`config.mk`:
```
export PLATFORM = sky130hd
export DESIGN_NAME = scalar_wb_capture
export DESIGN_NICKNAME = d
export VERILOG_FILES = /design/src/design/wb_pkg.sv /design/src/design/scalar_wb_capture.sv
export SDC_FILE = /design/constraint.sdc
export NUM_CORES = 1
export LEC_CHECK = 0
export ABC_CLOCK_PERIOD_IN_PS = 1000
export BUFFER_PORTS_ARGS = -buffer_cell sky130_fd_sc_hd__buf_4
export CORE_MARGIN = 5
export CORE_UTILIZATION = 42
export CTS_CLUSTER_SIZE = 24
export DETAILED_ROUTE_END_ITERATION = 16
export GPL_ROUTABILITY_DRIVEN = 1
export MAX_ROUTING_LAYER = met4
export PLACE_DENSITY = 0.85
export SYNTH_ARGS = -nofsm -noshare
export SYNTH_HDL_FRONTEND = slang
export SYNTH_SLANG_ARGS = --single-unit
```
`constraint.sdc`:
```
create_clock -name clk -period 1 [get_ports clk]
set_clock_uncertainty 0.2 [all_clocks]
set_input_delay 0.05 -clock clk [delete_from_list [all_inputs] [get_ports clk]]
set_output_delay 0.05 -clock clk [all_outputs]
set_load 0.03 [all_outputs]
```
`src/design/wb_pkg.sv`:
```
//~~~~~~~~~~~~~~~~~~~~~~~~~~~~~~~~~~~~~~~~~~~~~~~~~~
// writeback package with payload widths, lane
// indices and the common data bus entry type
//~~~~~~~~~~~~~~~~~~~~~~~~~~~~~~~~~~~~~~~~~~~~~~~~~~

package wb_pkg;

  // result and tag widths
  localparam int xlen     = 32;
  localparam int robid_w  = 7;
  localparam int preg_w   = 6;
  localparam int ecause_w = 5;

  // staged lanes on the bus
  localparam int num_fu = 5;

  // lane positions in a lane vector
  // higher index wins the bus
  localparam int fu_scalu0 = 0;
  localparam int fu_scalu1 = 1;
  localparam int fu_mcalu0 = 2;
  localparam int fu_mcalu1 = 3;
  localparam int fu_lsq    = 4;

  // one writeback, 51 bits
  typedef struct packed {
    logic                error;
    logic [ecause_w-1:0] ecause;
    logic [robid_w-1:0]  robid;
    logic [preg_w-1:0]   rd;
    logic [xlen-1:0]     result;
  } wb_entry_t;

  // one bit per lane
  // staged valids, grants, stalls
  typedef logic [num_fu-1:0] fu_vec_t;

endpackage

```
`src/design/scalar_wb_capture.sv`:
```
//~~~~~~~~~~~~~~~~~~~~~~~~~~~~~~~~~~~~~~~~~~~~~~~~~~
// scalar writeback capture for scalu0 (with CSR)
// and scalu1, held under stall, cleared on flush
//~~~~~~~~~~~~~~~~~~~~~~~~~~~~~~~~~~~~~~~~~~~~~~~~~~

`timescale 1ns/10ps

module scalar_wb_capture (
  input  logic                       clk,
  input  logic                       arst_n,
  input  logic                       rob_flush,

  input  logic                       scalu0_valid,
  input  wb_pkg::wb_entry_t          scalu0_entry,
  input  logic                       csr_valid,
  input  wb_pkg::wb_entry_t          csr_entry,
  input  logic                       scalu1_valid,
  input  wb_pkg::wb_entry_t          scalu1_entry,

  // bit 0 scalu0, bit 1 scalu1
  input  logic [1:0]                 stall,
  output logic [1:0]                 staged_valid,
  output wb_pkg::wb_entry_t [1:0]    staged_entry
);

  import wb_pkg::*;

  wb_entry_t s0_next;

  // CSR borrows the scalu0 slot
  assign s0_next = csr_valid ? csr_entry : scalu0_entry;

  always_ff @(posedge clk or negedge arst_n) begin
    if (!arst_n) begin
      staged_valid <= 2'b00;
    end else if (rob_flush) begin
      staged_valid <= 2'b00;
    end else begin
      if (!stall[0]) begin
        staged_valid[0] <= scalu0_valid | csr_valid;
      end
      if (!stall[1]) begin
        staged_valid[1] <= scalu1_valid;
      end
    end
  end

  always_ff @(posedge clk) begin
    if (!stall[0]) begin
      staged_entry[0] <= s0_next;
    end
    if (!stall[1]) begin
      staged_entry[1] <= scalu1_entry;
    end
  end

  // CSR only shows up when the scalu0 lane is idle and free
  csr_no_overlap: assert property (
    @(posedge clk) disable iff (!arst_n)
    csr_valid |-> !scalu0_valid
  ) else $error("csr result presented together with a scalu0 result");

  csr_not_stalled: assert property (
    @(posedge clk) disable iff (!arst_n)
    csr_valid |-> !stall[0]
  ) else $error("csr result presented while the scalu0 slot is stalled");

endmodule

```
Word level (Yosys, flattened, before mapping)
Index checks and enable logic that the tools add are counted.

Bits of input ports: 161. Bits in read-only memories: 0. RAM bits: 0. Memories kept: 0. Register bits: 104. Latch bits: 0.

Bitwise operators: 1. Divide/modulo/power cells: 0. $lt $le $gt $ge: 0. Multiplexer cells: 4. Shift-type cells: 0. Reductions and logical operators: 0. $add $sub $neg: 0. Equal/unequal tests: 2. Multiply operators: 0.

Operators with widths (number): $mux W51 (1); $ne A2 B2 Y1 const B (2); $mux W1 (2); $mux W2 (1); $or A1 B1 Y1 (1).

Depth between registers and ports, before layout
Word-level depth: 3. Depth in mapped cells: 4. Mapped depth without buffers: 2.

Worst setup path after synthesis
OpenSTA, ideal clock, no wires.

Kind: input -> register. From: in stall[0]. To: reg staged_entry[0] (netlist name), enable pin. Buffers on the path: 0. Arrival: 1.043 ns. Path slack: -0.648 ns. Stages: 1. Setup time: 0.405 ns. Path through: inv_1.

RTL lines: start, declared (RTL line scalar_wb_capture.sv:21) `input logic [1:0] stall,`; end, declared (RTL line scalar_wb_capture.sv:23) `output wb_pkg::wb_entry_t [1:0] staged_entry`.

No word-level cell between the ends.

Final worst setup path
From: reg staged_entry[53] (netlist name). To: out staged_entry[53] (netlist name).

No word-level cell between the ends.

==> out/qor.log <==
INFO  floorplanning  design.core.area=0.00928mm²
INFO  setup_path     timing.rr.start=staged_valid[0]
INFO  grt            first_global_vias=3,386
INFO  finish         nets=663
INFO  clocking       cts-htree-levels=3
INFO  sta            fin_crit_sh=124%
INFO  setup_path     cpPeakStageDelay=470ps
INFO  setup_path     criticalPathCategory=reg -> out
INFO  finish         multi_input_area=798µm²
INFO  sta            setup_viol=104
INFO  setup_path     cp_data_arrival_time=990ps
INFO  floorplanning  initial_utilization=43.4%
INFO  hold_path      hold_path_end=staged_entry[39]
INFO  setup_path     flop_to_flop_setup_slack=80ps
INFO  yosys          synth_seq_area_share=77.3%
INFO  sta            rsz_0062_raised_after_global_routing=yes
INFO  run_status     run_status=complete, but fails checks
INFO  floorplanning  placement_rows=35
INFO  detailed_routing avgRoutedWirePerCell=22.4µm
INFO  sta            finalMaxSlewViolations=0
INFO  finish         filler_cell_count=483
INFO  grt            grt_util_all_layers=24.6%
INFO  yosys          synth_warnings=0
INFO  clocking       clk_pin_slew_worst_paths=110ps
INFO  floorplanning  die_height=108µm
INFO  detailed_routing drt_iter0_markers=160
INFO  yosys          post_synth_xor_area_fraction=0%
INFO  finish         antenna_cells_inserted=0
INFO  yosys          compound_gate_fraction_of_synth_area=0%
INFO  setup_path     reg2reg_to=staged_valid[0]
INFO  finish         synthToLayoutAreaGrowth=82.4%
INFO  detailed_routing detail_route.vias_per_cell=4.75
INFO  clocking       clk_root_buffer_cell=clkbuf_8
INFO  placed_design  final_replace_weighted_congestion=0.752
INFO  floorplanning  die_w=108µm
INFO  sta            final_hold_violations=52
INFO  clocking       cts_made_buffers=9
INFO  grt            overflow=0
INFO  detailed_routing detailedRoute.firstPassIterationCount=4
INFO  setup_path     crit_slowest_cell=edfxtp_1
INFO  yosys          synth_nets=329
INFO  yosys          dominant_combinational_cell_family_by_area_after_synthesis=multiplexers
INFO  sta            timing.hold.ws=-213ps
INFO  clocking       post-cts-setup-buffer-count=0
INFO  sta            setup-tns-final=-17,730ps
INFO  hold_path      whs_path_depth=2
INFO  hold_path      timing.hold.worst.class=in -> reg
INFO  pwr            power.ir.vdd_worst=0.772mV
INFO  sta            max_freq=806MHz
INFO  grt            grt_max_degree=39
INFO  setup_path     timing.critical_path.to_type=primary output
INFO  detailed_routing antenna_violating_nets_post_route=0
INFO  placed_design  io_buf_count=264
INFO  hold_path      min-delay-start=csr_entry[39]
INFO  sta            relSlewSlack=85.8%
INFO  yosys          synth_simple_gate_area_share=0.622%
INFO  yosys          yosysUniqueCellTypes=12
INFO  sta            final_period_minus_worst_setup_slack=1240ps
INFO  setup_path     critical_path_required=750ps
INFO  placed_design  preCtsSetupSlack=-210ps
INFO  pwr            total_power=10.7mW
INFO  setup_path     ff2ff_path_depth=2
INFO  placed_design  detailedPlacementHpwl=8990µm
INFO  run_status     violations_in_the_final_reports=negative hold slack, negative setup slack
INFO  grt            number_of_antenna_violations_at_the_first_check_in_global_routing=0
INFO  clocking       cts_num_sinks=104
INFO  sta            layout_setup_ws=-241ps
INFO  yosys          syn-mean-instance-area=24.0µm²
INFO  finish         regArea=0.00311mm²
INFO  setup_path     critPathMaxFanout=1
INFO  floorplanning  floorplan.die_area=0.0116mm²
INFO  sta            tightestPinTransition=213ps
INFO  setup_path     worst_setup_path_start_kind=register
INFO  grt            global_route_wire_length_before_repair=20,100µm
INFO  clocking       cts_tree=built
INFO  yosys          syn_inst=168
INFO  setup_path     cell_breakdown_of_the_critical_path=buf_6
INFO  pwr            power_leakage=3.24nW
INFO  floorplanning  floorplan.io_pins=265
INFO  yosys          synth-adder-area-share=0%
INFO  detailed_routing post_route_drc=0
INFO  yosys          synthesis.area=0.00403mm²
INFO  clocking       cts_buffer_depth=2
INFO  yosys          proportion_of_synthesized_area_in_mux_cells=19.1%
INFO  detailed_routing dr_total_vias=3,021
INFO  detailed_routing route.final.wire_length=14,200µm
INFO  clocking       clkLatencyLatePin=350ps
INFO  run            cap_viol_max_count=0
INFO  setup_path     critical-path-top-delay-family=flip-flops
INFO  finish         drive_above_1_share=67.5%
INFO  pwr            power.density_cell_area=1460mW/mm²
INFO  yosys          postSynthRegisterBits=104
INFO  setup_path     crit_buf_inv=1
cells by family after synthesis:
group         after synthesis
simple gates                4
flops                     104
mux                        52
buf+inv                     8
routing by layer:
layer,part of all wire [%],track usage [%],wire [µm],vias up
met5,0,-,0,-
met4,2.5,8.66,358,0
met3,7.7,5.10,1100,23
met2,54,44.1,7620,204
met1,36,27.1,5150,1466
li1,-,-,-,1328
synth_stat cells (all sizes together):
| master | n | area [µm²] |
|---|---|---|
| nor2b | 1 | 6.26 |
| edfxtp | 102 | 3060 |
| inv | 2 | 7.51 |
| nor3 | 2 | 15.0 |
| dfrtp | 2 | 50.1 |
| nor2 | 1 | 3.75 |
| mux2 | 51 | 758 |
| buf | 6 | 111 |
| mux2i | 1 | 10.0 |
final cells by class:
type	count	share of cell area [%]
Tap cell	129	2.20
Inverter	2	0.204
Clock inverter	7	0.903
Multi-Input combinational cell	56	10.9
Clock buffer	9	1.69
Sequential cell	104	42.4
Timing Repair Buffer	329	41.7
sequential cells by signal, summed over array words and instances, names as in the netlist:
name / cells
staged_entry: 102
staged_valid: 2
worst max path at each step:
stage / slack, ps / start / cells past startpoint / to
6_report: -240 / staged_entry[53] / 1 / staged_entry[53]
3_3_place_gp: -180 / csr_valid / 3 / staged_entry[15]
5_1_grt: -270 / staged_entry[53] / 1 / staged_entry[53]
2_1_floorplan: -330 / stall[0] / 1 / staged_entry[0]
4_1_cts: -260 / staged_entry[13] / 1 / staged_entry[13]
3_5_place_dp: -210 / csr_valid / 3 / staged_entry[25]
through the flow:
stage	cell area, µm²	util, %	hold WS (ps)	instances
finish	7340	79.1	-213	636
global route	7340	79.1	-229	636
CTS	7350	79.2	-238	637
detailed placement	6190	66.6	-363	563
global placement	6190	66.6	-364	563
floorplan	4040	-	-446	168
timing repair:
item,CTS,global route
gates resized for setup,104,1
pin swaps,0,1
hold buffers,58,1
endpoints found under the setup margin,104,106
endpoints found under the hold margin,116,53
where the power goes:
group,switching [mW],internal (mW),total [mW]
Sequential,0.210,5.22,5.43
Clock,1.54,0.960,2.50
Combinational,1.30,1.47,2.78
cell usage in the layout (no fill, tap or decap):
master / count
buf_4: 163
buf_6: 104
edfxtp_1: 102
dlygate4sd3_1: 57
mux2_4: 49
clkbuf_8: 9
buf_12: 5
clkinv_4: 3
mux2_2: 2
clkinvlp_4: 2
nor3_2: 2
dfrtp_1: 2
nor2b_1: 1
mux2i_1: 1
nor2_1: 1
clkinv_8: 1
clkinv_1: 1
inv_6: 1
inv_8: 1
No activity file was read; power rests on OpenSTA's default activity.
